===== src/source/cmd_pkg.sv =====
/*
 * Command encoder shared definitions
 * Bus and memory sizes, register map, sync pattern and sequencer states
 */
`default_nettype none

package cmd_pkg;

    localparam int bus_addr_w = 16;
    localparam int mem_addr_w = 10;

    // Command memory depth, also read back over the bus
    localparam logic [15:0] mem_size = 16'(2 ** mem_addr_w);

    // Memory bytes start right after the register block
    localparam logic [bus_addr_w-1:0] reg_space = 16;

    localparam logic [7:0] version = 8'd1;

    localparam logic [bus_addr_w-1:0] addr_ctrl     = 0;
    localparam logic [bus_addr_w-1:0] addr_start    = 1;
    localparam logic [bus_addr_w-1:0] addr_size_lo  = 3;
    localparam logic [bus_addr_w-1:0] addr_size_hi  = 4;
    localparam logic [bus_addr_w-1:0] addr_rep_lo   = 5;
    localparam logic [bus_addr_w-1:0] addr_rep_hi   = 6;
    localparam logic [bus_addr_w-1:0] addr_msize_lo = 7;
    localparam logic [bus_addr_w-1:0] addr_msize_hi = 8;

    // High byte goes out first
    localparam logic [15:0] sync_word = 16'h817E;

    typedef enum logic [1:0] {
        st_init,
        st_sync,
        st_data
    } seq_state_t;

endpackage

`default_nettype wire


===== src/source/cmd_ctrl_if.sv =====
/*
 * Control and status link between register bank and sequencer
 */
`timescale 1ns/10ps
`default_nettype none

interface cmd_ctrl_if;

    // Strobes and settings from the register bank
    logic        start;
    logic        soft_rst;
    logic [15:0] cmd_size;
    logic [15:0] repeat_count;

    // Status levels from the sequencer
    logic        done;
    logic        syncing;

    modport regs (output start, soft_rst, cmd_size, repeat_count, input done, syncing);

    modport seq (input start, soft_rst, cmd_size, repeat_count, output done, syncing);

endinterface

`default_nettype wire


===== src/source/cmd_sequencer.sv =====
/*
 * Command sequencer
 * Chooses sync or stored bytes and counts addresses and repetitions
 */
`timescale 1ns/10ps
`default_nettype none

module cmd_sequencer (
    input  logic                           BUS_CLK,
    input  logic                           RST,
    input  logic [7:0]                     seq_rdata,
    input  logic                           next_byte,
    output logic [cmd_pkg::mem_addr_w-1:0] seq_addr,
    output logic [7:0]                     tx_byte,
    output logic                           shift_en,
    cmd_ctrl_if.seq                        ctrl
);

    import cmd_pkg::*;

    seq_state_t  state;
    logic        seq_rst;
    logic        pending;
    logic        sync_lo;
    logic        done_q;
    logic [15:0] rep_cnt;
    logic [15:0] addr_ext;
    logic        last_byte;
    logic        last_rep;

    assign seq_rst   = RST || ctrl.soft_rst;
    assign addr_ext  = 16'(seq_addr);
    assign last_byte = (addr_ext == ctrl.cmd_size - 16'd1);
    assign last_rep  = (rep_cnt == ctrl.repeat_count - 16'd1);

    assign shift_en     = (state != st_init);
    assign ctrl.syncing = (state == st_sync);
    assign ctrl.done    = done_q;

    always_comb begin
        case (state)
            st_sync: tx_byte = sync_lo ? sync_word[7:0] : sync_word[15:8];
            st_data: tx_byte = seq_rdata;
            default: tx_byte = 8'h00;
        endcase
    end

    always_ff @(posedge BUS_CLK) begin
        if (seq_rst) begin
            state    <= st_init;
            pending  <= 1'b0;
            sync_lo  <= 1'b0;
            seq_addr <= '0;
            rep_cnt  <= 16'd0;
            done_q   <= 1'b1;
        end else begin
            // Starts while a frame runs are dropped
            if (ctrl.start && state != st_data && ctrl.cmd_size != 16'd0 &&
                    ctrl.repeat_count != 16'd0) begin
                pending <= 1'b1;
                done_q  <= 1'b0;
            end
            case (state)
                st_init: begin
                    if (ctrl.start)
                        state <= st_sync;
                end
                st_sync: begin
                    if (next_byte && pending) begin
                        state   <= st_data;
                        pending <= 1'b0;
                    end else if (next_byte) begin
                        sync_lo <= ~sync_lo;
                    end
                end
                st_data: begin
                    if (next_byte && last_byte) begin
                        seq_addr <= '0;
                        if (last_rep) begin
                            state   <= st_sync;
                            sync_lo <= 1'b0;
                            rep_cnt <= 16'd0;
                            done_q  <= 1'b1;
                        end else begin
                            rep_cnt <= rep_cnt + 16'd1;
                        end
                    end else if (next_byte) begin
                        seq_addr <= seq_addr + 1'b1;
                    end
                end
                default: state <= st_init;
            endcase
        end
    end

    a_no_init_return: assert property (@(posedge BUS_CLK)
            (state != st_init && !seq_rst) |=> state != st_init)
        else $error("sequencer fell back to st_init without reset");

    a_addr_range: assert property (@(posedge BUS_CLK) disable iff (seq_rst)
            state == st_data |-> addr_ext < ctrl.cmd_size)
        else $error("seq_addr %0d beyond cmd_size %0d", addr_ext, ctrl.cmd_size);

endmodule

`default_nettype wire


===== src/flat_wrapper.sv =====
// flat-port wrapper written by rule: the top's interface ports become plain ports
module cmd_sequencer_flat import cmd_pkg::*;
  (BUS_CLK, RST, seq_rdata, next_byte, seq_addr, tx_byte, shift_en, ctrl_start, ctrl_soft_rst, ctrl_cmd_size, ctrl_repeat_count, ctrl_done, ctrl_syncing);
  cmd_ctrl_if ctrl_i ();
  input  logic BUS_CLK;
  input  logic RST;
  input  logic [7:0] seq_rdata;
  input  logic next_byte;
  output logic [cmd_pkg::mem_addr_w-1:0] seq_addr;
  output logic [7:0] tx_byte;
  output logic shift_en;
  input wire logic [$bits(ctrl_i.start)-1:0] ctrl_start;
  input wire logic [$bits(ctrl_i.soft_rst)-1:0] ctrl_soft_rst;
  input wire logic [$bits(ctrl_i.cmd_size)-1:0] ctrl_cmd_size;
  input wire logic [$bits(ctrl_i.repeat_count)-1:0] ctrl_repeat_count;
  output wire logic [$bits(ctrl_i.done)-1:0] ctrl_done;
  output wire logic [$bits(ctrl_i.syncing)-1:0] ctrl_syncing;
  assign ctrl_i.start = ctrl_start;
  assign ctrl_i.soft_rst = ctrl_soft_rst;
  assign ctrl_i.cmd_size = ctrl_cmd_size;
  assign ctrl_i.repeat_count = ctrl_repeat_count;
  assign ctrl_done = ctrl_i.done;
  assign ctrl_syncing = ctrl_i.syncing;
  cmd_sequencer u_core (.BUS_CLK(BUS_CLK), .RST(RST), .seq_rdata(seq_rdata), .next_byte(next_byte), .seq_addr(seq_addr), .tx_byte(tx_byte), .shift_en(shift_en), .ctrl(ctrl_i));
endmodule

===== config.mk =====
export PLATFORM = sky130hd
export DESIGN_NAME = cmd_sequencer_flat
export DESIGN_NICKNAME = d
export VERILOG_FILES = /design/src/source/cmd_pkg.sv /design/src/source/cmd_ctrl_if.sv /design/src/source/cmd_sequencer.sv /design/src/flat_wrapper.sv
export SDC_FILE = /design/constraint.sdc
export NUM_CORES = 1
export LEC_CHECK = 0
export BUFFER_PORTS_ARGS = -buffer_cell sky130_fd_sc_hd__buf_2
export CAP_MARGIN = 25
export CORE_ASPECT_RATIO = 1.4
export CORE_MARGIN = 2
export CORE_UTILIZATION = 50
export DETAILED_ROUTE_END_ITERATION = 10
export GPL_TIMING_DRIVEN = 1
export PLACE_DENSITY_LB_ADDON = 0.15
export SLEW_MARGIN = 20
export SYNTH_ARGS = -nofsm -noshare
export SYNTH_HDL_FRONTEND = slang
export SYNTH_SLANG_ARGS = --single-unit
export TNS_END_PERCENT = 30

===== constraint.sdc =====
create_clock -name BUS_CLK -period 3.6 [get_ports BUS_CLK]
set_input_delay 0.54 -clock BUS_CLK [delete_from_list [all_inputs] [get_ports BUS_CLK]]
set_output_delay 0.54 -clock BUS_CLK [all_outputs]
set_load 0.05 [all_outputs]

# Word level (Yosys, flattened, before mapping)
# Index checks and enable logic that the tools add are counted.
totals:
  register_bits: 31
op_classes:
  n_addsub: 4
  n_eq_ne: 11
  mux: 22
  bitwise: 1
  reduce_logical: 16
ops:
  columns: ["operator", "count"]
  rows:
  - ["16-bit nonzero test", 2]
  - ["16-bit by 1-bit subtractor with 16-bit output (second input constant)", 2]
  - ["10-bit 2-to-1 mux", 2]
  - ["16-bit by 1-bit adder with 16-bit output (second input constant)", 1]
  - ["10-bit by 16-bit == test with 1-bit output", 1]
  - ["16-bit == test", 1]
  - ["16-bit 2-to-1 mux", 1]
  - ["8-bit case mux with 2 select lines", 1]
  - ["1-bit 2-to-1 mux", 11]
  - ["10-bit by 1-bit adder with 10-bit output (second input constant)", 1]
  - ["2-bit 2-to-1 mux", 4]
  - ["8-bit 2-to-1 mux", 1]
  - ["2-bit != test (second input constant)", 4]
  - ["2-bit by 1-bit != test with 1-bit output (second input constant)", 3]
  - ["2-bit case mux with 3 select lines", 1]
  - ["2-bit nonzero test", 3]
  - ["1-bit logical AND", 5]
  - ["5-bit AND reduction", 1]
  - ["2-bit AND reduction", 2]
  - ["4-bit AND reduction", 1]
  - ["2-bit by 1-bit == test with 1-bit output (second input constant)", 1]
  - ["2-bit == test (second input constant)", 1]
  - ["2-bit logical NOT", 1]
  - ["1-bit case mux with 2 select lines", 1]
  - ["2 further kinds", 2]

# Depth between registers and ports, before layout
depth:
  ltp_word: 8
  ltp_mapped: 12
  depth_no_buf: 10

# Worst setup path before layout
# No wires, ideal clock.
synth_path:
  path_type: "input-to-reg"
  start: "input port ctrl_repeat_count[0]"
  end: "register u_core.state[1]"
  setup_ns: 0.116
  arrival_ns: 3.143
  setup_slack_ns: 0.341
  cell_stages: 11
  path_buffers: 1
  path_cell_list: "clkbuf_1 -> inv_1 -> ha_1 -> nor4b_1 -> and4_1 -> xor2_1 -> o221a_2 -> o21a_1 -> o41ai_2 -> a211oi_1 -> a41o_1"
synth_via:
  elab_chain_len: 4
synth_lines:
  columns: ["element", "line_no", "text"]
  rows:
  - ["start: declaration", "flat_wrapper.sv:15", "input wire logic [$bits(ctrl_i.repeat_count)-1:0] ctrl_repeat_count;"]
  - ["16-bit by 1-bit subtractor with 16-bit output", "cmd_sequencer.sv:34", "assign last_rep = (rep_cnt == ctrl.repeat_count - 16'd1);"]
  - ["16-bit == test", "cmd_sequencer.sv:34", null]
  - ["2-bit by 1-bit != test with 1-bit output (no line)", null, null]
  - ["4-bit AND reduction (no line)", null, null]
  - ["end signal: assignment", "cmd_sequencer.sv:50", "state <= st_init;"]
  - ["end signal: assignment", "cmd_sequencer.sv:66", "state <= st_sync;"]
  - ["end signal: assignment", "cmd_sequencer.sv:70", "state <= st_data;"]
  - ["end: declaration", "cmd_sequencer.sv:21", "seq_state_t state;"]
# Every way passes these cells.
# A chain may end at the register's enable or synchronous reset.

# Worst setup path after layout
layout_path:
  start: "input port ctrl_cmd_size[0]"
  end: "register u_core.rep_cnt[10]"
layout_via:
  elab_chain_len: 4
layout_lines:
  columns: ["element", "line_no", "text"]
  rows:
  - ["start: declaration", "flat_wrapper.sv:14", "input wire logic [$bits(ctrl_i.cmd_size)-1:0] ctrl_cmd_size;"]
  - ["16-bit by 1-bit subtractor with 16-bit output", "cmd_sequencer.sv:33", "assign last_byte = (addr_ext == ctrl.cmd_size - 16'd1);"]
  - ["10-bit by 16-bit == test with 1-bit output", "cmd_sequencer.sv:33", null]
  - ["1-bit logical AND", "cmd_sequencer.sv:77", "if (next_byte && last_byte) begin"]
  - ["2-bit AND reduction (no line)", null, null]
  - ["end signal: assignment", "cmd_sequencer.sv:85", "rep_cnt <= rep_cnt + 16'd1;"]
  - ["end: declaration", "cmd_sequencer.sv:26", "logic [15:0] rep_cnt;"]
# Every way passes these cells.

==> flow_summary_export.csv <==
group,metric,value,unit
routing,drtPass1Iterations,4,
logic_synthesis,synth_compound_area_share,20.9,%
clock_network,htree_levels,2,
finish,diodes,0,
logic_synthesis,synthCells,372,
timing,fin_crit,3.18,ns
logic_synthesis,synth_edf_count,0,
clock_network,cts_setup_buffers,0,
finish,layout_common_cells,"buf_2, nor2_1, dfxtp_1",
grt,grt_max_degree,16,
clock_network,postCtsHoldBufs,0,
power_and_ir_drop,powerDensity,264,nW/um^2
power_and_ir_drop,leakagePower,1.18,nW
floorplan,coreArea,5450,sq um
min_path,min_from,"u_core.ctrl.done$_SDFF_PP1_",
timing,worst_pin_slew,0.592,ns
routing,drtAntennaViolNets,0,
worst_setup_path,rr_endpoint,"u_core.state[1]$_SDFFE_PP0P_",
grt,track_usage,24.5,%
timing,fmax,315,MHz
clock_network,cts_tree,"yes",
worst_setup_path,required,3.82,ns
clock_network,cts.repair.resized,0,
place,hpwl,5900,microns
finish,final_cell_count_no_fill,505,
floorplan,io_pins,66,
clock_network,clkTransAtPathRegs,0.07,ns
clock_network,numCtsBuffers,5,
worst_setup_path,r2r_cells,8,
logic_synthesis,synth_seq_cells,31,
routing,first_iter_violations,105,
logic_synthesis,yosysTopAreaCell,"dfxtp_1",
worst_setup_path,cp-start-kind,"input pin",
logic_synthesis,synth_top_family_by_area,"simple AND/OR/NAND/NOR gates",
timing,slew_headroom,60.2,%
power_and_ir_drop,ir_worst_vdd,0.300,mV
grt,grt_pass1_wl,12000,microns
finish,final_common_cell,"buf_2",
logic_synthesis,netlist.area_leader.share,22.2,%
clock_network,cts.sinks,31,
routing,vias,2967,
logic_synthesis,muxShareOfSynthArea,0.716,%
worst_setup_path,cp_max_fo,10,
min_path,hold_depth,1,
routing,drt-met1-wl,3020,microns
floorplan,fp.dieArea,6220,sq um
min_path,min_to,"u_core.ctrl.done$_SDFF_PP1_",
grt,antenna_found_initial,0,
logic_synthesis,syn-num-nets,424,
min_path,min-delay-path-class,"reg -> reg",
timing,hold_viol,0,
floorplan,fp.dieH,92.5,microns
routing,route.met2.wl,3940,microns
logic_synthesis,syn_area,2800,sq um
flow_run,drv_cap,0,
worst_setup_path,cp-end-kind,"register",
timing,setup_tns,0,ns
logic_synthesis,synth_xor_area_share,14.3,%
logic_synthesis,ys_types,67,
timing,final_max_slew_viol_count,0,
place,globalplace.congestion,0.905,
worst_setup_path,worstPathArrival,3.40,ns
logic_synthesis,yosysWarnings,0,
timing,period_share,88.2,%
logic_synthesis,synth-simple-area-share,34.5,%
finish,utilization,60.6,%
routing,drc_errors,0,
timing,rsz0062_at_grt,"no",
routing,viasPerCell,5.88,
logic_synthesis,ys_seq_area_share,22.2,%
routing,highest_layer,"met4",
logic_synthesis,postSynthAreaPerCell,7.52,sq um
timing,fin_skew,0.00854,ns
worst_setup_path,r2r_slack,0.87,ns
clock_network,ctsLongestPathBuffers,2,
finish,fin_nets,488,
clock_network,root_buffer,"clkbuf_8",
worst_setup_path,crit_type,"in -> reg",
finish,drive_gt1_share,21.7,%
routing,totalWireLength,7460,microns
floorplan,initial_core_util,51.4,%
logic_synthesis,synthTopCellsByArea,"dfxtp_1, xnor2_1, nor2_1, xor2_1, nand2_1",
routing,wl_per_cell,14.8,microns
logic_synthesis,yosys.area_share.adder,3.13,%
timing,setup_viol,0,
outcome,outcome,"finished clean",
finish,syn_to_final_growth,18.0,%
routing,routed-wl-met3,279,microns
floorplan,fp.dieW,67.2,microns
worst_setup_path,reg2reg_from,"u_core.rep_cnt[2]$_SDFFE_PP0P_",
place,io_buffer_count,65,
logic_synthesis,postSynth.asyncResetShare,0,%
place,dp.cells,497,
logic_synthesis,yosys_most_used_dff,"dfxtp_1",
floorplan,row_count,32,
grt,overflow,0,
grt,grt_pass1_vias,2688,
clock_network,clock_latency,0.29,ns
-- registers in the layout, indices dropped and copies added, names as in the netlist --
| name | cells |
|---|---|
| u_core.sync_lo | 1 |
| u_core.pending | 1 |
| u_core.seq_addr | 10 |
| u_core.ctrl.done | 1 |
| u_core.rep_cnt | 16 |
| u_core.state | 2 |
-- stage by stage --
stage | hold slack, ns | total power, mW | setup slack [ns] | area (sq um)
detailed placement | 0.437 | 0.516 | 0.164 | 3180
global placement | 0.441 | 0.514 | 0.229 | 3180
floorplan | 0.473 | 0.454 | 0.341 | 2800
CTS | 0.454 | 0.875 | 0.445 | 3300
global route | 0.463 | 0.904 | 0.163 | 3300
finish | 0.453 | 0.870 | 0.424 | 3300
-- power by group --
part | internal, mW | switching (mW) | leakage, nW
Clock | 0.224 | 0.137 | 0.0612
Combinational | 0.0648 | 0.0974 | 0.872
Sequential | 0.345 | 0.00203 | 0.250
Total | 0.634 | 0.237 | 1.18
-- area by class of cell --
cell class                 count  area, sq um
multi-input combinational    311         2050
fill                         564         2150
tap                           68         85.1
inverter                      18         67.6
timing repair buffer          69          355
sequential                    31          621
clock inverter                 2         35.0
clock buffer                   6         82.6
-- worst max path at each step --
stage	cells past startpoint	slack, ns	endpoint	start
final	11	0.42	u_core.rep_cnt[10]$_SDFFE_PP0P_	ctrl_cmd_size[0]
after global routing	11	0.16	u_core.rep_cnt[10]$_SDFFE_PP0P_	ctrl_cmd_size[0]
after CTS	11	0.45	u_core.rep_cnt[14]$_SDFFE_PP0P_	ctrl_cmd_size[0]
after detailed placement	11	0.16	u_core.rep_cnt[14]$_SDFFE_PP0P_	ctrl_cmd_size[0]
after global placement	11	0.23	u_core.state[1]$_SDFFE_PP0P_	ctrl_cmd_size[0]
after floorplan	11	0.34	u_core.state[1]$_SDFFE_PP0P_	ctrl_repeat_count[0]
-- Yosys cell counts, drive strengths merged, types with 3 or more instances --
cell     instances
nor2            42
dfxtp           31
nand2           30
xnor2           29
nor3            21
inv             18
o21ai           17
a21oi           14
xor2            14
nand3           12
nor4            12
or3             12
a21boi          11
nand4           10
clkbuf           9
ha               7
a211oi           5
o21a             5
a31oi            4
and3             4
o2111ai          4
or4              4
and4             3
buf              3
nand2b           3
nand3b           3
nand4b           3
o211ai           3
or2              3
-- cells by family after synthesis --
logic type	after synthesis
buf+inv	30
fa+ha+maj	7
compound gates	83
simple gates	175
mux	2
xor+xnor	44
flops	31
-- critical path: stages --
cell     delay [ns]
buf_2          0.14
inv_1          0.06
ha_1           0.29
nor3b_1        0.41
nand2_1        0.17
o31a_1         0.34
nor3_1         0.37
nand4_4        0.19
or2_1          0.36
or3_1          0.37
a21oi_1        0.15
-- layer usage --
layer	global-route usage [%]	vias to the layer above
li1	-	1498
met1	26.8	1382
met2	45.1	67
met3	4.01	20
met4	9.69	0
met5	0	-
Note: power is estimated with default switching activity, not from simulation.
