## config.mk

```make
export PLATFORM = sky130hd
export DESIGN_NAME = cmd_serializer
export DESIGN_NICKNAME = d
export VERILOG_FILES = /design/src/source/cmd_serializer.sv
export SDC_FILE = /design/constraint.sdc
export NUM_CORES = 1
export LEC_CHECK = 0
export BUFFER_PORTS_ARGS = -buffer_cell sky130_fd_sc_hd__buf_2
export CORE_AREA = 2 2 39 41
export CTS_CLUSTER_SIZE = 25
export DETAILED_ROUTE_END_ITERATION = 10
export DIE_AREA = 0 0 41 43
export SYNTH_ARGS = -nofsm -noshare
export SYNTH_HDL_FRONTEND = slang
export SYNTH_SLANG_ARGS = --single-unit
```

## constraint.sdc

```tcl
create_clock -name BUS_CLK -period 1.4 [get_ports BUS_CLK]
set_clock_uncertainty 0.15 [all_clocks]
set_input_delay 0.21 -clock BUS_CLK [delete_from_list [all_inputs] [get_ports BUS_CLK]]
set_output_delay 0.21 -clock BUS_CLK [all_outputs]
set_load 0.05 [all_outputs]
```

## src/source/cmd_serializer.sv

```systemverilog
/*
 * Command serializer
 * Shifts bytes out LSB first, one bit per clock
 */
`timescale 1ns/10ps
`default_nettype none

module cmd_serializer (
    input  logic       BUS_CLK,
    input  logic       RST,
    input  logic       shift_en,
    input  logic [7:0] tx_byte,
    output logic       next_byte,
    output logic       serial_out
);

    logic [7:0] shift_q;
    logic [2:0] bit_cnt;

    // Count parks at 7 so the first enabled cycle loads a byte
    assign next_byte  = shift_en && (bit_cnt == 3'd7);
    assign serial_out = shift_en && shift_q[0];

    always_ff @(posedge BUS_CLK) begin
        if (RST || !shift_en) begin
            bit_cnt <= 3'd7;
            shift_q <= 8'h00;
        end else begin
            bit_cnt <= bit_cnt + 3'd1;
            if (next_byte)
                shift_q <= tx_byte;
            else
                shift_q <= {1'b0, shift_q[7:1]};
        end
    end

    a_byte_period: assert property (@(posedge BUS_CLK) disable iff (RST)
            next_byte ##1 shift_en [*8] |-> next_byte)
        else $error("next_byte missing after 8 cycles");

    a_no_early_byte: assert property (@(posedge BUS_CLK) disable iff (RST)
            next_byte |=> !next_byte [*7])
        else $error("next_byte came early");

endmodule

`default_nettype wire

```

==> Yosys cells after proc, flatten, opt, wreduce, memory -nomap -nowiden <==
Cells that the tools add are included.
{ "totals": {"register_bits": 11, "latch_bits": 0, "elab_cells": 12, "memories": 0, "out_inout_bits": 2, "inputBits": 11, "ramBits": 0, "rom_bits": 0} }
{ "op_classes": {"addsub": 1, "shifts": 0, "eq_ne": 1, "mul": 0, "n_div": 0, "magnitude_cmp": 0, "bitwise": 1, "reduce_logical": 5, "n_mux": 1} }
{ "ops": {"columns": ["cell", "count"], "rows": [
  ["2-to-1 mux 7 bit", 1],
  ["adder 3 x 1 -> 3 bit, second input constant", 1],
  ["equality test 3 bit, second input constant", 1],
  ["logical AND 1 bit", 2],
  ["OR reduction 2 bit", 1],
  ["logical NOT 1 bit", 1],
  ["logical OR 1 bit", 1],
  ["inverter 1 bit", 1]
]} }

==> Longest topological paths before layout <==
Gate-level depths: netlist (run 1).
{ "depth": {"depth_word": 4, "mapped_depth": 5, "ltp_nobuf": 4} }

==> Worst setup path before layout (run 1) <==
OpenSTA, ideal clock, no wires.
{ "synth_path": {"path_kind": "reg2out", "startpoint": "register bit_cnt[0]", "endpoint": "output next_byte", "setup_slack_ns": -0.139, "path_stages_with_launch": 5, "t_arrival_ns": 1.179, "required_ns": 1.040, "path_buffers": 1, "cell_sequence": "dfxtp_1 ha_1 ha_1 buf_4 and2_1"} }
{ "synth_between": {"elab_chain_len": 2} }
{ "synth_rtl": {"columns": ["element", "line", "source"], "rows": [
  ["start: declaration", "18", "logic [2:0] bit_cnt;"],
  ["start signal: assignment", "29", "bit_cnt <= bit_cnt + 3'd1;"],
  ["equality test 3 bit", "21", "assign next_byte = shift_en && (bit_cnt == 3'd7);"],
  ["logical AND 1 bit", "21", null],
  ["end: declaration", "13", "output logic next_byte,"]
]} }
No other way between the ends.

==> Final worst setup path (run 1) <==
Ends and elaborated chain as after synthesis.

==> qor.csv, run 1 <==
stage,metric,value,unit
sta,"Setup violations, final",1,
placed_design,final weighted congestion in routability-driven placement,0.562,
placed_design,post-place instance area,485,um2
worst_hold_path,type of the worst min-delay path,in2reg,
floorplan,Horiz. Die Dim,41,um
synth,main area contributors after synthesis,"sky130_fd_sc_hd__dfxtp_1 54%, sky130_fd_sc_hd__mux2i_1 17%, sky130_fd_sc_hd__nor2_1 7.4%",
global_routing,maximum number of pins on one net before global-route repair,9,
routing,total DRC errors in the routed layout,0,
clock_network,TritonCTS clock tree,built,
synth,"Warnings, synthesis",0,
synth,Yosys top cell area share,0.542,
final_layout,synth-to-layout area growth,35.1,%
clock_network,total clock buffers created by CTS,3,
power_and_ir_drop,PD cells,1210,mW/mm2
critical_path,FF-to-FF End,shift_q[6],
worst_hold_path,count of cells along the worst hold path,2,
critical_path,data arrival time of the critical path,1.18,ns
sta,RSZ-0062 raised after global routing,true,
global_routing,aggregate global routing overflow,0,
synth,Post-Syn Area per Cell,11.0,um2
global_routing,via count of the first global-routing pass,288,
synth,Post-synth ARST share,0,
floorplan,placeable core area,0.00138,mm2
sta,top achievable clock speed,649,MHz
critical_path,setup slack of the worst register-to-register path,0.10,ns
floorplan,effective utilization at floorplan,0.294,
power_and_ir_drop,worst vdd rail ir drop,0.320,mV
clock_network,Clock Tree Buf Depth,2,
floorplan,num ports,13,
synth,most frequently used cell type in the post-synthesis netlist,sky130_fd_sc_hd__dfxtp_1,
final_layout,"Design Area, Final",549,um2
worst_hold_path,worst hold start,RST,
clock_network,CTS hold repair buffers,0,
sta,number of hold-slack violations in the final timing report,0,
synth,post-synth top area cell,sky130_fd_sc_hd__dfxtp_1,
critical_path,required time of the worst setup path,1.04,ns
sta,remaining max-slew budget at the tightest pin,0.836,
sta,post-route clock period utilization,1.10,
final_layout,nets,67,
synth,Main synth FF type,sky130_fd_sc_hd__dfxtp_1,
synth,number of library cell types mapped by synthesis,11,
routing,Total Wirelength,628,um
global_routing,GR Util All Layers,0.0973,
clock_network,clock input transition at the sequential cells of the worst setup and hold paths,0.07,ns
routing,WL per Instance,9.10,um
floorplan,die area,0.00176,mm2
job,Maximum Capacitance Violations,0,
critical_path,type of origin of the critical path,flip-flop,
sta,Fin Setup TNS,-0.142,ns
final_layout,share of cells above drive strength 1,0.415,
critical_path,crit-path cells,"ha_4, ha_4, and2_4, buf_8",
synth,Netlist Area Pre-Place,407,um2
outcome,failing checks,negative setup slack,
critical_path,category of the critical setup timing path,reg2out,
sta,minimum hold slack,0.00940,ns
synth,post-synthesis register bit count,11,
synth,cells after synthesis,37,
sta,pin slew with the least headroom to its limit,0.247,ns
sta,Final Max Tran Viols,0,
sta,post-layout worst setup margin,-0.142,ns
critical_path,startpoint of the lowest-slack register-to-register path,bit_cnt[0],
synth,number of enable flip-flop cells after synthesis,0,
sta,post-layout min period,1.54,ns
outcome,result of the run,finished with violations,
power_and_ir_drop,overall power,665,uW
critical_path,Worst path max stage delay,0.34,ns
clock_network,buffer cell driving the clock tree root,sky130_fd_sc_hd__clkbuf_4,
clock_network,Worst-Skew Late Latency,0.27,ns
synth,sequential cell area fraction in the yosys report,0.542,
routing,routed via count,290,
critical_path,number of cells on the worst reg-to-reg path,5,
clock_network,clock net sink count,11,
worst_hold_path,end of the worst hold path,bit_cnt[0],
critical_path,cell type of the slowest stage on the worst timing path,sky130_fd_sc_hd__dfxtp_2,
critical_path,cell occurring most often along the worst timing path,sky130_fd_sc_hd__ha_4,
floorplan,die height,43,um
critical_path,critical-path maximum fanout,2,
global_routing,wire length of the first global-routing pass,1040,um
global_routing,initial antenna violation count,0,
routing,average vias per placed instance,4.20,
power_and_ir_drop,leakage power figure,0.254,nW
clock_network,H-tree levels,1,
routing,first-iteration detailed-routing DRC count,7,
placed_design,count of input and output buffers,12,
routing,router iterations before antenna repair,2,
final_layout,count of fill cells added during filler insertion,136,
final_layout,ant diodes,0,
synth,most frequent cells after synthesis,"11 x sky130_fd_sc_hd__dfxtp_1, 8 x sky130_fd_sc_hd__nor2_1, 7 x sky130_fd_sc_hd__mux2i_1",
floorplan,number of standard-cell rows in the floorplan,14,
routing,remaining antenna violation count after routing,0,
critical_path,Setup crit end kind,primary output,
synth,number of nets produced by synthesis,50,
clock_network,buffers inserted by post-CTS timing repair,0,
## cell type report
| class | instances | area (um2) | share of cell area |
|---|---|---|---|
| clock buffer | 4 | 26.3 | 0.0478 |
| multi-input combinational | 24 | 195 | 0.355 |
| sequential | 11 | 223 | 0.405 |
| tap | 16 | 20.0 | 0.0364 |
| timing repair buffer | 14 | 85.1 | 0.155 |
## cells by family after synthesis
kind of cell             count (synthesis)  synth area share
adder cells (fa/ha/maj)                  2            0.0615
buffers and inverters                    2            0.0462
flip-flops                              11             0.542
multiplexers                             7             0.172
AND/OR/NAND/NOR                         15             0.178
## power by group
part           switching (mW)  leakage [nW]  internal, mW
logic                  0.0530         0.150        0.0616
registers             0.00713        0.0895         0.330
clock network           0.103        0.0150         0.110
## state kept, by name, summed over array words and instances, names as in the netlist
name,cells
shift_q,8
bit_cnt,3
## per-layer routing
layer | global-route usage | wire (um) | vias up | part of all wire
li1 | - | - | 152 | -
met1 | 0.0894 | 273 | 123 | 0.43
met2 | 0.141 | 281 | 12 | 0.45
met3 | 0.0471 | 51 | 3 | 0.081
met4 | 0.100 | 22 | 0 | 0.035
met5 | 0 | 0 | - | 0
## worst max-delay path, delay by kind of cell (launching register included)
kind,cells,cell delay [ns]
flip-flops,1,0.34
adder cells (fa/ha/maj),2,0.31
buffers and inverters,1,0.14
AND/OR/NAND/NOR,1,0.13
## placed cells by master, fill, tap and decap left out
cell                       instances
sky130_fd_sc_hd__buf_2            11
sky130_fd_sc_hd__dfxtp_1           9
sky130_fd_sc_hd__nor2_1            8
sky130_fd_sc_hd__mux2i_1           7
sky130_fd_sc_hd__clkbuf_4          3
sky130_fd_sc_hd__or2_1             2
sky130_fd_sc_hd__ha_4              2
sky130_fd_sc_hd__dfxtp_2           2
sky130_fd_sc_hd__buf_4             2
sky130_fd_sc_hd__and2_4            1
sky130_fd_sc_hd__and2_1            1
sky130_fd_sc_hd__nand3b_1          1
sky130_fd_sc_hd__nand2b_1          1
sky130_fd_sc_hd__nand2_1           1
sky130_fd_sc_hd__clkbuf_1          1
sky130_fd_sc_hd__buf_8             1
## how the worst max path moves through the flow
stage / cells after the start / slack, ns / start / end
after floorplan: 4 / 0.01 / bit_cnt[0] / next_byte
after global placement: 4 / 0.03 / bit_cnt[0] / next_byte
after detailed placement: 4 / 0.02 / bit_cnt[0] / next_byte
after CTS: 4 / -0.15 / bit_cnt[0] / next_byte
after global routing: 4 / -0.18 / bit_cnt[0] / next_byte
final: 4 / -0.14 / bit_cnt[0] / next_byte
## timing repair
item | CTS | global route
resized for setup | 8 | 1
pin swaps | 2 | 0
endpoints found under the setup margin | 1 | 1
## metrics by stage
step / utilization / setup slack [ns] / instances
2_1_floorplan: - / 0.0140 / 37
3_3_place_gp: 0.351 / 0.0322 / 65
3_5_place_dp: 0.351 / 0.0161 / 65
4_1_cts: 0.396 / -0.148 / 69
5_1_grt: 0.397 / -0.179 / 69
6_report: 0.397 / -0.142 / 69
Note: power is estimated with default switching activity, not from simulation.
==> run 2: changes to the inputs <==
--- a/config.mk
+++ b/config.mk
@@ -10,6 +10,7 @@
 export CTS_CLUSTER_SIZE = 25
 export DETAILED_ROUTE_END_ITERATION = 10
 export DIE_AREA = 0 0 41 43
+export PLACE_DENSITY = 0.51
 export SYNTH_ARGS = -nofsm -noshare
 export SYNTH_HDL_FRONTEND = slang
 export SYNTH_SLANG_ARGS = --single-unit
==> run 2 against run 1 <==
The flow still finishes with violations (negative setup slack). Sequential share of layout area fell by 0.73 points. Final cell count rose by 1.4%. Cell area rose by 1.8%. Via count rose by 1.4%. Clock power fell by 5%. First-iteration DRC count fell by 86%. Critical path depth did not move. Worst hold slack improved by 0.0099 ns. Critical path type unchanged.
==> qor.csv, run 2 (synthesized netlist as in run 1, its figures left out) <==
stage,metric,value,unit,change
routing,total DRC errors in the routed layout,0,,unchanged
clock_network,Clock Tree Buf Depth,2,,unchanged
sta,RSZ-0062 raised after global routing,true,,unchanged
final_layout,top flop regs,"shift_q x8, bit_cnt x3",,unchanged
power_and_ir_drop,sequential share of power,0.515,,was 0.507
critical_path,category of the critical setup timing path,reg2out,,unchanged
outcome,result of the run,finished with violations,,unchanged
global_routing,via count of the first global-routing pass,266,,was 288
routing,WL per Instance,8.56,um,was 9.10 um
power_and_ir_drop,switching power of the nets,153,uW,was 163 uW
sta,"Setup violations, final",1,,unchanged
routing,average vias per placed instance,4.20,,about the same
placed_design,final weighted congestion in routability-driven placement,0.620,,was 0.562
sta,number of hold-slack violations in the final timing report,0,,unchanged
final_layout,count of fill cells added during filler insertion,155,,was 136
final_layout,share of cells above drive strength 1,0.407,,was 0.415
placed_design,Inst Count DP,65,,unchanged
routing,Total Wirelength,599,um,was 628 um
critical_path,data arrival time of the critical path,1.17,ns,was 1.18 ns
floorplan,placeable core area,0.00138,mm2,unchanged
placed_design,post-place instance area,485,um2,unchanged
floorplan,Horiz. Die Dim,41,um,unchanged
global_routing,GR Util All Layers,0.0973,,unchanged
final_layout,share of the core filled with cells,0.404,,was 0.397
placed_design,count of input and output buffers,12,,unchanged
floorplan,number of standard-cell rows in the floorplan,14,,unchanged
sta,top achievable clock speed,656,MHz,was 649 MHz
floorplan,effective utilization at floorplan,0.294,,unchanged
sta,remaining max-slew budget at the tightest pin,0.836,,about the same
clock_network,buffer cell driving the clock tree root,sky130_fd_sc_hd__clkbuf_4,,unchanged
critical_path,required time of the worst setup path,1.04,ns,about the same
sta,Fin Setup TNS,-0.125,ns,was -0.142 ns
critical_path,critical-path maximum fanout,2,,unchanged
power_and_ir_drop,clock network power share,0.310,,was 0.321
worst_hold_path,count of cells along the worst hold path,3,,was 2
global_routing,wire length of the first global-routing pass,1100,um,was 1040 um
final_layout,most frequent cells in the layout,"11 x sky130_fd_sc_hd__buf_2, 9 x sky130_fd_sc_hd__dfxtp_1, 8 x sky130_fd_sc_hd__nor2_1",,unchanged
final_layout,Layout Cells excl Fill,70,,was 69
power_and_ir_drop,PD cells,1170,mW/mm2,was 1210 mW/mm2
final_layout,ant diodes,0,,unchanged
sta,post-layout worst setup margin,-0.125,ns,was -0.142 ns
critical_path,crit path from,bit_cnt[0],,unchanged
global_routing,aggregate global routing overflow,0,,unchanged
critical_path,type of origin of the critical path,flip-flop,,unchanged
sta,post-route clock period utilization,1.09,,was 1.10
floorplan,num ports,13,,unchanged
sta,Final Max Tran Viols,0,,unchanged
critical_path,Setup crit end kind,primary output,,unchanged
final_layout,max reg flops,8,,unchanged
power_and_ir_drop,worst vdd rail ir drop,0.438,mV,was 0.320 mV
final_layout,nets,68,,was 67
final_layout,synth-to-layout area growth,37.5,%,was 35.1%
power_and_ir_drop,overall power,655,uW,was 665 uW
clock_network,Worst-Skew Late Latency,0.25,ns,was 0.27 ns
final_layout,"commonest non-fill, non-tap cell in the layout",sky130_fd_sc_hd__buf_2,,unchanged
worst_hold_path,worst hold start,tx_byte[7],,was RST
floorplan,die height,43,um,unchanged
power_and_ir_drop,Power Internal,502,uW,about the same
routing,remaining antenna violation count after routing,0,,unchanged
power_and_ir_drop,combinational group share of total power,0.175,,was 0.173
sta,pin slew with the least headroom to its limit,0.246,ns,was 0.247 ns
power_and_ir_drop,leakage power figure,0.258,nW,was 0.254 nW
worst_hold_path,type of the worst min-delay path,in2reg,,unchanged
final_layout,FF+latch area,223,um2,unchanged
clock_network,H-tree levels,1,,unchanged
job,Maximum Capacitance Violations,0,,unchanged
clock_network,clock net sink count,11,,unchanged
critical_path,startpoint of the lowest-slack register-to-register path,bit_cnt[0],,unchanged
clock_network,TritonCTS clock tree,built,,unchanged
final_layout,footprint of the multi-input gates,195,um2,unchanged
final_layout,"Design Area, Final",559,um2,was 549 um2
clock_network,total clock buffers created by CTS,3,,unchanged
global_routing,initial antenna violation count,0,,unchanged
global_routing,maximum number of pins on one net before global-route repair,9,,unchanged
outcome,failing checks,negative setup slack,,unchanged
power_and_ir_drop,switching power share of the total,0.233,,was 0.245
clock_network,clock input transition at the sequential cells of the worst setup and hold paths,0.06,ns,was 0.07 ns
final_layout,Reg with most FFs,shift_q,,unchanged
routing,router iterations before antenna repair,2,,unchanged
routing,first-iteration detailed-routing DRC count,1,,was 7
sta,post-layout min period,1.53,ns,was 1.54 ns
floorplan,die area,0.00176,mm2,unchanged
critical_path,number of cells on the worst reg-to-reg path,5,,unchanged
routing,routed via count,294,,was 290
## run 2: changes by cell type in the layout (fill, tap and decap cells not counted), sizes merged
| cell | delta |
|---|---|
| dlygate4sd3 | +1 |
## run 2: cell type report
type / count / area share
Multi-Input combinational cell: 24 / 0.349
Tap cell: 16 / 0.0358
Sequential cell: 11 / 0.398
Clock buffer: 4 / 0.0470
Timing Repair Buffer: 15 / 0.170
## run 2: final timing paths
path	end	slack [ns]
max	next_byte	-0.13
min reg2reg	bit_cnt[0]	0.29
min	shift_q[7]	0.02
max reg2reg	shift_q[5]	0.10
## run 2: per-stage QoR
step / worst slack, ns / hold WS, ns
3_5_place_dp: 0.0169 / 0.249
6_report: -0.125 / 0.0193
3_3_place_gp: 0.0325 / 0.245
4_1_cts: -0.139 / 0.0102
2_1_floorplan: 0.0140 / 0.146
5_1_grt: -0.163 / 0.0228
## run 2: layer usage
metal	track usage	vias up	wire (um)
met3	0.0524	0	45
met1	0.129	129	290
met5	0	-	0
li1	-	155	-
met2	0.119	10	263
met4	0.0600	0	0
## run 2: power by group through the flow
| stage | Sequential [mW] | Combinational [mW] | Clock [mW] |
|---|---|---|---|
| after detailed placement | 0.340 | 0.101 | 0 |
| after floorplan | 0.339 | 0.0754 | 0 |
| after CTS | 0.337 | 0.119 | 0.217 |
| after global routing | 0.338 | 0.130 | 0.231 |
| final | 0.337 | 0.115 | 0.203 |
| after global placement | 0.340 | 0.102 | 0 |
## run 2: worst max-delay path, cell delays in order (launching register included)
cell,delay [ns]
sky130_fd_sc_hd__dfxtp_2,0.33
sky130_fd_sc_hd__ha_4,0.16
sky130_fd_sc_hd__ha_4,0.15
sky130_fd_sc_hd__and2_4,0.13
sky130_fd_sc_hd__buf_8,0.14
## run 2: what timing repair did
action | in CTS | in global routing
gates resized for setup | 9 | 0
hold buffers | 1 | 0
buffers inserted | 0 | 1
setup endpoints to repair | 1 | 5
hold endpoints to repair | 1 | 0
pin swaps | 3 | 2
