===== src/source/cmd_pkg.sv =====
/*
 * Command encoder shared definitions
 * Bus and memory sizes, register map, sync pattern and sequencer states
 */
`default_nettype none

package cmd_pkg;

    localparam int bus_addr_w = 16;
    localparam int mem_addr_w = 10;

    // Command memory depth, also read back over the bus
    localparam logic [15:0] mem_size = 16'(2 ** mem_addr_w);

    // Memory bytes start right after the register block
    localparam logic [bus_addr_w-1:0] reg_space = 16;

    localparam logic [7:0] version = 8'd1;

    localparam logic [bus_addr_w-1:0] addr_ctrl     = 0;
    localparam logic [bus_addr_w-1:0] addr_start    = 1;
    localparam logic [bus_addr_w-1:0] addr_size_lo  = 3;
    localparam logic [bus_addr_w-1:0] addr_size_hi  = 4;
    localparam logic [bus_addr_w-1:0] addr_rep_lo   = 5;
    localparam logic [bus_addr_w-1:0] addr_rep_hi   = 6;
    localparam logic [bus_addr_w-1:0] addr_msize_lo = 7;
    localparam logic [bus_addr_w-1:0] addr_msize_hi = 8;

    // High byte goes out first
    localparam logic [15:0] sync_word = 16'h817E;

    typedef enum logic [1:0] {
        st_init,
        st_sync,
        st_data
    } seq_state_t;

endpackage

`default_nettype wire


===== src/source/cmd_ctrl_if.sv =====
/*
 * Control and status link between register bank and sequencer
 */
`timescale 1ns/10ps
`default_nettype none

interface cmd_ctrl_if;

    // Strobes and settings from the register bank
    logic        start;
    logic        soft_rst;
    logic [15:0] cmd_size;
    logic [15:0] repeat_count;

    // Status levels from the sequencer
    logic        done;
    logic        syncing;

    modport regs (output start, soft_rst, cmd_size, repeat_count, input done, syncing);

    modport seq (input start, soft_rst, cmd_size, repeat_count, output done, syncing);

endinterface

`default_nettype wire


===== src/source/cmd_regs.sv =====
/*
 * Command encoder register bank
 * Decodes bus writes, holds size and repeat settings, muxes readback
 */
`timescale 1ns/10ps
`default_nettype none

module cmd_regs (
    input  logic                        BUS_CLK,
    input  logic                        RST,
    input  logic [cmd_pkg::bus_addr_w-1:0] bus_add,
    input  logic [7:0]                  bus_data_in,
    input  logic                        bus_rd,
    input  logic                        bus_wr,
    input  logic [7:0]                  bus_mem_rdata,
    output logic [7:0]                  bus_data_out,
    output logic                        bus_mem_en,
    output logic                        bus_mem_we,
    output logic [cmd_pkg::mem_addr_w-1:0] bus_mem_addr,
    output logic [7:0]                  bus_mem_wdata,
    cmd_ctrl_if.regs                    ctrl
);

    import cmd_pkg::*;

    logic [15:0]           size_q;
    logic [15:0]           rep_q;
    logic [7:0]            rd_data_q;
    logic [bus_addr_w-1:0] prev_add;
    logic                  wr_ctrl;
    logic                  in_mem;

    assign wr_ctrl = bus_wr && (bus_add == addr_ctrl);
    assign in_mem  = (bus_add >= reg_space) && (bus_add < reg_space + mem_size);

    assign ctrl.soft_rst     = wr_ctrl;
    assign ctrl.start        = bus_wr && (bus_add == addr_start);
    assign ctrl.cmd_size     = size_q;
    assign ctrl.repeat_count = rep_q;

    // Memory side of the bus
    assign bus_mem_en    = (bus_wr || bus_rd) && in_mem;
    assign bus_mem_we    = bus_wr;
    assign bus_mem_addr  = mem_addr_w'(bus_add - reg_space);
    assign bus_mem_wdata = bus_data_in;

    always_ff @(posedge BUS_CLK) begin
        if (RST || wr_ctrl) begin
            size_q <= 16'd0;
            rep_q  <= 16'd1;
        end else if (bus_wr) begin
            case (bus_add)
                addr_size_lo: size_q[7:0]  <= bus_data_in;
                addr_size_hi: size_q[15:8] <= bus_data_in;
                addr_rep_lo:  rep_q[7:0]   <= bus_data_in;
                addr_rep_hi:  rep_q[15:8]  <= bus_data_in;
                default: ;
            endcase
        end
    end

    // Register readback, zero when no read
    always_ff @(posedge BUS_CLK) begin
        if (RST || !bus_rd) begin
            rd_data_q <= 8'h00;
            prev_add  <= '0;
        end else begin
            prev_add <= bus_add;
            case (bus_add)
                addr_ctrl:     rd_data_q <= version;
                addr_start:    rd_data_q <= {6'b0, ctrl.syncing, ctrl.done};
                addr_size_lo:  rd_data_q <= size_q[7:0];
                addr_size_hi:  rd_data_q <= size_q[15:8];
                addr_rep_lo:   rd_data_q <= rep_q[7:0];
                addr_rep_hi:   rd_data_q <= rep_q[15:8];
                addr_msize_lo: rd_data_q <= mem_size[7:0];
                addr_msize_hi: rd_data_q <= mem_size[15:8];
                default:       rd_data_q <= 8'h00;
            endcase
        end
    end

    always_comb begin
        if (prev_add < reg_space)
            bus_data_out = rd_data_q;
        else if (prev_add < reg_space + mem_size)
            bus_data_out = bus_mem_rdata;
        else
            bus_data_out = 8'h00;
    end

    // Host never reads and writes in one cycle
    a_rd_wr_excl: assert property (@(posedge BUS_CLK) disable iff (RST) !(bus_rd && bus_wr))
        else $error("bus_rd and bus_wr high together");

endmodule

`default_nettype wire


===== src/flat_wrapper.sv =====
// flat-port wrapper written by rule: the top's interface ports become plain ports
module cmd_regs_flat import cmd_pkg::*;
  (BUS_CLK, RST, bus_add, bus_data_in, bus_rd, bus_wr, bus_mem_rdata, bus_data_out, bus_mem_en, bus_mem_we, bus_mem_addr, bus_mem_wdata, ctrl_start, ctrl_soft_rst, ctrl_cmd_size, ctrl_repeat_count, ctrl_done, ctrl_syncing);
  cmd_ctrl_if ctrl_i ();
  input  logic BUS_CLK;
  input  logic RST;
  input  logic [cmd_pkg::bus_addr_w-1:0] bus_add;
  input  logic [7:0] bus_data_in;
  input  logic bus_rd;
  input  logic bus_wr;
  input  logic [7:0] bus_mem_rdata;
  output logic [7:0] bus_data_out;
  output logic bus_mem_en;
  output logic bus_mem_we;
  output logic [cmd_pkg::mem_addr_w-1:0] bus_mem_addr;
  output logic [7:0] bus_mem_wdata;
  output wire logic [$bits(ctrl_i.start)-1:0] ctrl_start;
  output wire logic [$bits(ctrl_i.soft_rst)-1:0] ctrl_soft_rst;
  output wire logic [$bits(ctrl_i.cmd_size)-1:0] ctrl_cmd_size;
  output wire logic [$bits(ctrl_i.repeat_count)-1:0] ctrl_repeat_count;
  input wire logic [$bits(ctrl_i.done)-1:0] ctrl_done;
  input wire logic [$bits(ctrl_i.syncing)-1:0] ctrl_syncing;
  assign ctrl_start = ctrl_i.start;
  assign ctrl_soft_rst = ctrl_i.soft_rst;
  assign ctrl_cmd_size = ctrl_i.cmd_size;
  assign ctrl_repeat_count = ctrl_i.repeat_count;
  assign ctrl_i.done = ctrl_done;
  assign ctrl_i.syncing = ctrl_syncing;
  cmd_regs u_core (.BUS_CLK(BUS_CLK), .RST(RST), .bus_add(bus_add), .bus_data_in(bus_data_in), .bus_rd(bus_rd), .bus_wr(bus_wr), .bus_mem_rdata(bus_mem_rdata), .bus_data_out(bus_data_out), .bus_mem_en(bus_mem_en), .bus_mem_we(bus_mem_we), .bus_mem_addr(bus_mem_addr), .bus_mem_wdata(bus_mem_wdata), .ctrl(ctrl_i));
endmodule

===== config.mk =====
export PLATFORM = sky130hd
export DESIGN_NAME = cmd_regs_flat
export DESIGN_NICKNAME = d
export VERILOG_FILES = /design/src/source/cmd_pkg.sv /design/src/source/cmd_ctrl_if.sv /design/src/source/cmd_regs.sv /design/src/flat_wrapper.sv
export SDC_FILE = /design/constraint.sdc
export NUM_CORES = 1
export LEC_CHECK = 0
export BUFFER_PORTS_ARGS = -buffer_cell sky130_fd_sc_hd__buf_4
export CAP_MARGIN = 20
export CORE_MARGIN = 3
export CORE_UTILIZATION = 30
export DETAILED_ROUTE_END_ITERATION = 16
export PLACE_DENSITY = 0.62
export SLEW_MARGIN = 5
export SYNTH_ARGS = -nofsm -noshare
export SYNTH_HDL_FRONTEND = slang
export SYNTH_SLANG_ARGS = --single-unit

===== constraint.sdc =====
create_clock -name BUS_CLK -period 1.7 [get_ports BUS_CLK]
set_clock_uncertainty 0.15 [all_clocks]
set_input_delay 0 -clock BUS_CLK [delete_from_list [all_inputs] [get_ports BUS_CLK]]
set_output_delay 0 -clock BUS_CLK [all_outputs]
set_load 0.02 [all_outputs]

* Word-level counts from Yosys, hierarchy flattened
Index checks and enable logic that the tools add are counted.
Storage, ports and cells: input bits 38, output and inout port bits 62, register bits 56, word-level logic and storage cells 33
Operators by class: eq/ne operators 6, reduce and logical (&&, ||, !) cells 13, $lt $le $gt $ge 4, multiplexer cells 3, $add $sub $neg 1
Operator list (number):
- $pmux W8 S7 | 1
- $eq A16 B3 Y1 const B | 3
- $lt A16 B11 Y1 const B | 2
- $eq A16 B1 Y1 const B | 1
- $eq A16 B2 Y1 const B | 1
- $eq A16 B4 Y1 const B | 1
- $ge A16 B5 Y1 const B | 1
- $logic_not A16 Y1 | 1
- $lt A16 B5 Y1 const B | 1
- $mux W8 | 2
- $sub A10 B5 Y10 const B | 1
- $reduce_and A2 Y1 | 4
- $logic_and A1 B1 Y1 | 4
- $logic_or A1 B1 Y1 | 3
- $logic_not A1 Y1 | 1

* Longest topological paths before layout
Gate-level depths: netlist of run 1.
depth after elaboration 3, depth in mapped cells 7, gate-level depth less buffers 6

* Worst setup path before layout of run 1
No wires, ideal clock.
kind input-to-output, from input bus_add[4] (netlist bit), to output ctrl_start, data arrival time 1933 ps, path slack -383 ps, stages 6, data required time 1550 ps, buffers on the path 1, cells stage by stage inv_1 ha_1 nor3b_1 and4_1 buf_2 nor4b_1
On the way: cells in the longest elaborated chain, start to end 2
RTL lines:
- start, declared | line flat_wrapper.sv:7 | input logic [cmd_pkg::bus_addr_w-1:0] bus_add;
- $eq A16 B1 Y1 | line cmd_regs.sv:37 | assign ctrl.start = bus_wr && (bus_add == addr_start);
- $logic_and A1 B1 Y1 | line cmd_regs.sv:37
- end, declared | line flat_wrapper.sv:17 | output wire logic [$bits(ctrl_i.start)-1:0] ctrl_start;
Every way passes these cells.

* Worst setup path in the final report of run 1
from register u_core.prev_add[9], to output bus_data_out[3]
On the way: cells in the longest elaborated chain, start to end 3, elaborated cells between the ends (all ways) 4, those cells by class 2 x order compare; 2 x mux
RTL lines:
- start, declared | line cmd_regs.sv:29 | logic [bus_addr_w-1:0] prev_add;
- start signal, assigned | line cmd_regs.sv:68 | prev_add <= bus_add;
- $lt A16 B11 Y1 | line cmd_regs.sv:86 | else if (prev_add < reg_space + mem_size)
- $mux W8 | line cmd_regs.sv:86
- $mux W8 * | line cmd_regs.sv:84 | if (prev_add < reg_space)
- end, declared | line flat_wrapper.sv:12 | output logic [7:0] bus_data_out;
Mark *: on every way between the ends. The rest lies on a longest branch, timed or not.

==> impl_metrics.csv, run 1 <==
group,metric,value,unit
detailed_routing,vias,2786,
die,core_area,8382,µm²
detailed_routing,viasPerCell,5.198,
global_routing,grt_pass1_wl,13980,µm
global_routing,grt_pass1_vias,2697,
clock_network,clock-sinks,52,
clock_network,cts_buffers,5,
sta,worst_slew_pin_slew,0.4206,ns
critical_path,worstPathMaxFanout,8,
global_routing,grt_overflow,0,
sta,fin_ws,-0.1496,ns
sta,rsz0062_at_grt,"true",
clock_network,clk_pin_slew,0.09,ns
global_routing,met3_usage,3.822,%
detailed_routing,drc,0,
global_routing,use_met2,27.76,%
detailed_routing,dr.pass1.iters,4,
synthesis,yosysWarnings,0,
power_and_ir_drop,combPwrFrac,19.7,%
clock_network,clk_latency,0.31,ns
die,die_height,100.0,µm
final_layout,nNetsFinal,471,
final_layout,fillerInstances,806,
critical_path,crit_type,"reg -> out",
place,port_buffers,99,
synthesis,syn_area_per_cell,8.553,µm²
die,rows,33,
synthesis,ys.flop_type,"dfxtp_1",
power_and_ir_drop,ir_drop,372.3,µV
die,pin_count,100,
detailed_routing,drtIter0Drc,167,
critical_path,critPathLaunchType,"flop",
power_and_ir_drop,clkPwrFrac,29.3,%
clock_network,htreeDepth,2,
power_and_ir_drop,swShare,26.93,%
power_and_ir_drop,power.density,608.6,nW/µm²
final_layout,design_area,3973,µm²
die,start_util,31.63,%
place,dp_hpwl,6540,µm
clock_network,cts_root_buf,"clkbuf_8",
power_and_ir_drop,seq_power_share,51.0,%
sta,hold_ws,0.02319,ns
sta,hold_viol_final,0,
synthesis,synth_edf_count,0,
synthesis,ys_seq_area_share,39.26,%
global_routing,grt_antenna_before_repair,0,
power_and_ir_drop,p_int,1.767,mW
synthesis,syn_inst,310,
sta,drv_slew,0,
final_layout,num_antenna_cells,0,
power_and_ir_drop,power_switching,651.1,µW
detailed_routing,routedWlPerCell,16.33,µm
sta,slew_headroom,71.60,%
run,maxCapViolations,0,
global_routing,gr-usage-all-layers,17.25,%
place,gp_congestion,0.8438,
die,die_area,10000,µm²
power_and_ir_drop,power.leakage,1.587,nW
status,violations,"setup timing",
hold_path,hp-class,"in -> reg",
final_layout,syn_to_final_growth,49.83,%
status,outcome,"complete, but fails checks",
clock_network,cts_tree,"built",
die,die_w,100.0,µm
sta,final-setup-viol-count,8,
synthesis,synth.ff_latch_count,52,
power_and_ir_drop,total_power,2.418,mW
sta,finalSetupTns,-1.155,ns
place,place_area,3588,µm²
global_routing,grt_max_degree,33,
critical_path,required,1.55,ns
global_routing,grt-busiest-layer,"met2",
synthesis,netlist_area,2651,µm²
synthesis,synth.distinct_cells,51,
clock_network,cts_buffer_depth,2,
critical_path,critPathCaptureType,"primary output",
sta,min_period,1.850,ns
critical_path,worstPathArrival,1.70,ns
synthesis,synth.net_count,351,
detailed_routing,drt-total-wl,8753,µm
final_layout,instances_no_fill,536,
final_layout,drive_gt1_share,36.43,%
place,post-place-cells,506,
sta,max_clock_freq,540.7,MHz
global_routing,use_met1,24.49,%
synthesis,async_reset_ff_share,0,%
detailed_routing,drtAntennaViolNets,0,
sta,final.period_utilization,108.8,%
cells in the mapped netlist, drive strengths merged (3+ instances only):
| cell type | instances | share of area, % |
|---|---|---|
| nand3b | 7 | 2.0 |
| o21ai | 34 | 6.4 |
| and2 | 14 | 3.3 |
| a32oi | 5 | 1.7 |
| ha | 3 | 1.4 |
| dfxtp | 52 | 39 |
| nand2 | 8 | 1.1 |
| a22oi | 5 | 1.4 |
| buf | 24 | 5.9 |
| nor2 | 7 | 0.99 |
| nor2b | 3 | 0.71 |
| inv | 8 | 1.1 |
| clkbuf | 10 | 1.4 |
| a22o | 10 | 3.3 |
| and4 | 3 | 0.99 |
| a21oi | 41 | 8.4 |
| nor3 | 5 | 0.94 |
| nand3 | 36 | 6.8 |
| nor4 | 4 | 2.0 |
cell families after synthesis:
kind of cell	share of synthesized area, %
buffers and inverters	8.448
xor gates and xnor gates	1.322
and+or+nand+nor	25.01
AOI/OAI and AO/OA	24.54
DFF	39.26
adders and majority gates	1.416
worst max-delay path, cell delays in order (launching register included):
cell     delay, ns
dfxtp_2       0.34
nor4_4        0.27
and3b_2       0.25
nor2b_4       0.15
buf_6         0.12
a22o_1        0.15
buf_6         0.12
per-layer routing:
metal,wire (µm),part of all wire (%)
met1,3930,45
met3,778,8.9
met2,4005,46
met5,0,0
met4,38,0.43
worst paths after layout:
kind / from / slack [ns] / end / depth (start not counted)
hold reg to reg: u_core.ctrl.cmd_size[12] / 0.36 / u_core.ctrl.cmd_size[12] / 2
setup / recovery: u_core.prev_add[9] / -0.15 / bus_data_out[3] / 6
hold / removal: bus_add[3] / 0.02 / u_core.rd_data_q[1] / 4
setup reg to reg: u_core.ctrl.cmd_size[9] / 0.43 / u_core.rd_data_q[1] / 4
registers in the layout (all words and copies together) (netlist names):
| name | count |
|---|---|
| u_core.ctrl.repeat_count | 16 |
| u_core.rd_data_q | 8 |
| u_core.ctrl.cmd_size | 16 |
| u_core.prev_add | 12 |
repair_timing:
action,CTS,global route
pin swaps,10,5
gates resized for setup,10,8
endpoints found under the setup margin,8,9
hold buffers,21,1
buffers inserted,1,0
hold endpoints to repair,45,1
layout by cell type (no fill, tap or decap), types with 7 or more instances in the layout:
cell type and count:
nand3b_1 7, o21ai_1 11, and2_1 14, o21ai_0 23
dfxtp_1 51, a21oi_1 36, inv_1 7, nand3_1 36
a22o_1 10, buf_4 114, nand2_1 8, dlygate4sd3_1 21
buf_6 9, nor2_1 7
cell type report:
| class | count | area, µm² | share of cell area, % |
|---|---|---|---|
| inverters | 8 | 30.03 | 0.7559 |
| multi-input cells | 216 | 1450 | 36.50 |
| flip-flops and latches | 52 | 1042 | 26.24 |
| clock buffers | 5 | 68.82 | 1.732 |
| well taps | 105 | 131.4 | 3.307 |
| clock inverters | 3 | 22.52 | 0.5669 |
| repair buffers | 147 | 1227 | 30.90 |
power by group through the flow:
stage / Combinational [mW] / Clock (mW) / Sequential [mW]
2_1_floorplan: 0.209 / 0 / 1.26
3_3_place_gp: 0.399 / 0 / 1.26
3_5_place_dp: 0.403 / 0 / 1.26
4_1_cts: 0.463 / 0.730 / 1.23
5_1_grt: 0.510 / 0.782 / 1.24
6_report: 0.475 / 0.709 / 1.23
stage by stage:
stage	worst slack, ns	utilization, %
3_5_place_dp	-0.1441	42.81
5_1_grt	-0.2464	47.40
6_report	-0.1496	47.40
4_1_cts	-0.1419	46.99
3_3_place_gp	-0.1047	42.81
2_1_floorplan	0.01198	-
No activity file was read; power rests on OpenSTA's default activity.
==> inputs of run 2 (changes only) <==
--- a/config.mk
+++ b/config.mk
@@ -10,7 +10,7 @@
 export CORE_MARGIN = 3
 export CORE_UTILIZATION = 30
 export DETAILED_ROUTE_END_ITERATION = 16
-export PLACE_DENSITY = 0.62
+export PLACE_DENSITY = 0.63
 export SLEW_MARGIN = 5
 export SYNTH_ARGS = -nofsm -noshare
 export SYNTH_HDL_FRONTEND = slang
==> impl_metrics.csv, run 2 (synthesis results as in run 1) <==
group,metric,value,unit
power_and_ir_drop,power.leakage,1.585,nW
detailed_routing,routedWlPerCell,16.28,µm
sta,rsz0062_at_grt,"true",
clock_network,cts_buffer_depth,2,
final_layout,num_antenna_cells,0,
power_and_ir_drop,combPwrFrac,19.6,%
power_and_ir_drop,swShare,27.48,%
clock_network,cts_tree,"built",
place,gp_congestion,0.8653,
critical_path,worstSetupPathDepth,6,
die,pin_count,100,
clock_network,cts_buffers,5,
critical_path,cp_num_buf_inv,2,
critical_path,critPathSlowestCell,"dfxtp_2",
global_routing,grt_overflow,0,
sta,hold_ws,0.01173,ns
sta,max_clock_freq,536.6,MHz
critical_path,path_common_cell,"buf_6",
hold_path,hp-class,"in -> reg",
global_routing,grt_max_degree,33,
final_layout,multi_input_area,1448,µm²
global_routing,grt_pass1_wl,13550,µm
critical_path,r2r_slack,0.46,ns
critical_path,crit_end,"bus_data_out[3]",
place,post-place-cells,506,
sta,min_period,1.864,ns
detailed_routing,vias,2802,
critical_path,critPathLaunchType,"flop",
die,start_util,31.63,%
global_routing,gr-usage-all-layers,16.65,%
final_layout,layout_common_cells,"115 x buf_4, 50 x dfxtp_1, 36 x nand3_1, 36 x a21oi_1, 23 x o21ai_0",
detailed_routing,drtAntennaViolNets,0,
power_and_ir_drop,seq_power_share,50.4,%
sta,final.period_utilization,109.6,%
clock_network,cts_root_buf,"clkbuf_8",
global_routing,use_met1,24.16,%
die,die_area,10000,µm²
power_and_ir_drop,clkPwrFrac,30.0,%
die,core_area,8382,µm²
clock_network,clk_latency,0.31,ns
run,maxCapViolations,0,
status,outcome,"complete, but fails checks",
clock_network,clock-sinks,52,
global_routing,grt_pass1_vias,2633,
detailed_routing,viasPerCell,5.218,
detailed_routing,drc,0,
final_layout,final_common_cell,"buf_4",
place,place_area,3588,µm²
sta,slew_headroom,69.64,%
global_routing,grt-busiest-layer,"met2",
detailed_routing,dr.pass1.iters,4,
global_routing,use_met2,26.32,%
die,rows,33,
die,die_height,100.0,µm
sta,hold_viol_final,0,
sta,drv_slew,0,
critical_path,worstPathArrival,1.71,ns
power_and_ir_drop,ir_drop,327.7,µV
sta,worst_slew_pin_slew,0.4497,ns
final_layout,instances_no_fill,537,
critical_path,crit_type,"reg -> out",
final_layout,drive_gt1_share,36.81,%
sta,fin_ws,-0.1638,ns
clock_network,clk_pin_slew,0.09,ns
global_routing,grt_antenna_before_repair,0,
critical_path,required,1.55,ns
critical_path,rr_startpoint,"u_core.ctrl.cmd_size[8]",
sta,final-setup-viol-count,8,
die,die_w,100.0,µm
clock_network,htreeDepth,2,
final_layout,fillerInstances,804,
final_layout,syn_to_final_growth,50.21,%
status,violations,"setup timing",
sta,finalSetupTns,-1.235,ns
place,port_buffers,99,
critical_path,r2r_cells,4,
critical_path,critPathTopFamily,"simple AND/OR/NAND/NOR gates",
hold_path,min_from,"bus_add[3]",
detailed_routing,drt-total-wl,8740,µm
final_layout,design_area,3983,µm²
critical_path,worstPathMaxFanout,8,
final_layout,regArea,1044,µm²
critical_path,worstReg2RegEnd,"u_core.rd_data_q[0]",
critical_path,critPathLaunch,"u_core.prev_add[9]",
final_layout,nNetsFinal,472,
power_and_ir_drop,total_power,2.448,mW
power_and_ir_drop,power.density,614.7,nW/µm²
detailed_routing,drtIter0Drc,258,
power_and_ir_drop,p_int,1.775,mW
hold_path,holdPathStages,4,
critical_path,slowest_delay,0.34,ns
place,dp_hpwl,6462,µm
critical_path,critPathCaptureType,"primary output",
global_routing,met3_usage,3.197,%
power_and_ir_drop,power_switching,672.6,µW
critical_path,worstPathCellList,"nor4_4 > and3b_2 > nor2b_4 > buf_6 > a22o_1 > buf_6",
-- run 2: worst min-delay path, cell delays in order --
cell and delay [ns]:
buf_4 0.12, a211oi_1 0.06, o21ai_1 0.16, a21oi_1 0.08
-- run 2: repair_timing --
item / CTS / global route
pin swaps: 9 / 4
hold buffers: 21 / 0
endpoints found under the hold margin: 45 / 0
resized for setup: 11 / 8
buffers inserted: 2 / 0
endpoints found under the setup margin: 8 / 10
-- run 2: worst min path at each step --
stage | slack, ns | end
CTS | 0.007 | u_core.rd_data_q[1]
finish | 0.01 | u_core.rd_data_q[1]
floorplan | -0.05 | bus_mem_addr[4]
detailed placement | 0.09 | u_core.prev_add[5]
global placement | 0.08 | u_core.prev_add[5]
global route | 0.03 | u_core.rd_data_q[1]
-- run 2: area by class of cell --
cell class	count	share of cell area [%]
tap	105	3.299
sequential	52	26.20
clock inverter	3	0.6598
clock buffer	5	1.728
multi-input combinational	216	36.35
timing repair buffer	148	31.01
inverter	8	0.7540
-- run 2: metal layers --
layer  wire length [µm]  vias up
met5                  0        -
met4                 25        0
met3                726        4
met2               3936      112
met1               4052     1314
li1                   -     1372
-- run 2: per-stage QoR --
stage,setup slack (ns),utilization (%)
final,-0.1638,47.51
after global routing,-0.2525,47.51
after CTS,-0.1536,47.20
after detailed placement,-0.1757,42.81
after global placement,-0.07750,42.81
after floorplan,0.01198,-
-- run 2: power by group through the flow --
stage               sequential [mW]  clock [mW]  combinational (mW)
floorplan                      1.26           0               0.209
CTS                            1.23       0.752               0.468
global route                   1.24       0.801               0.515
finish                         1.23       0.733               0.480
global placement               1.26           0               0.397
detailed placement             1.26           0               0.404
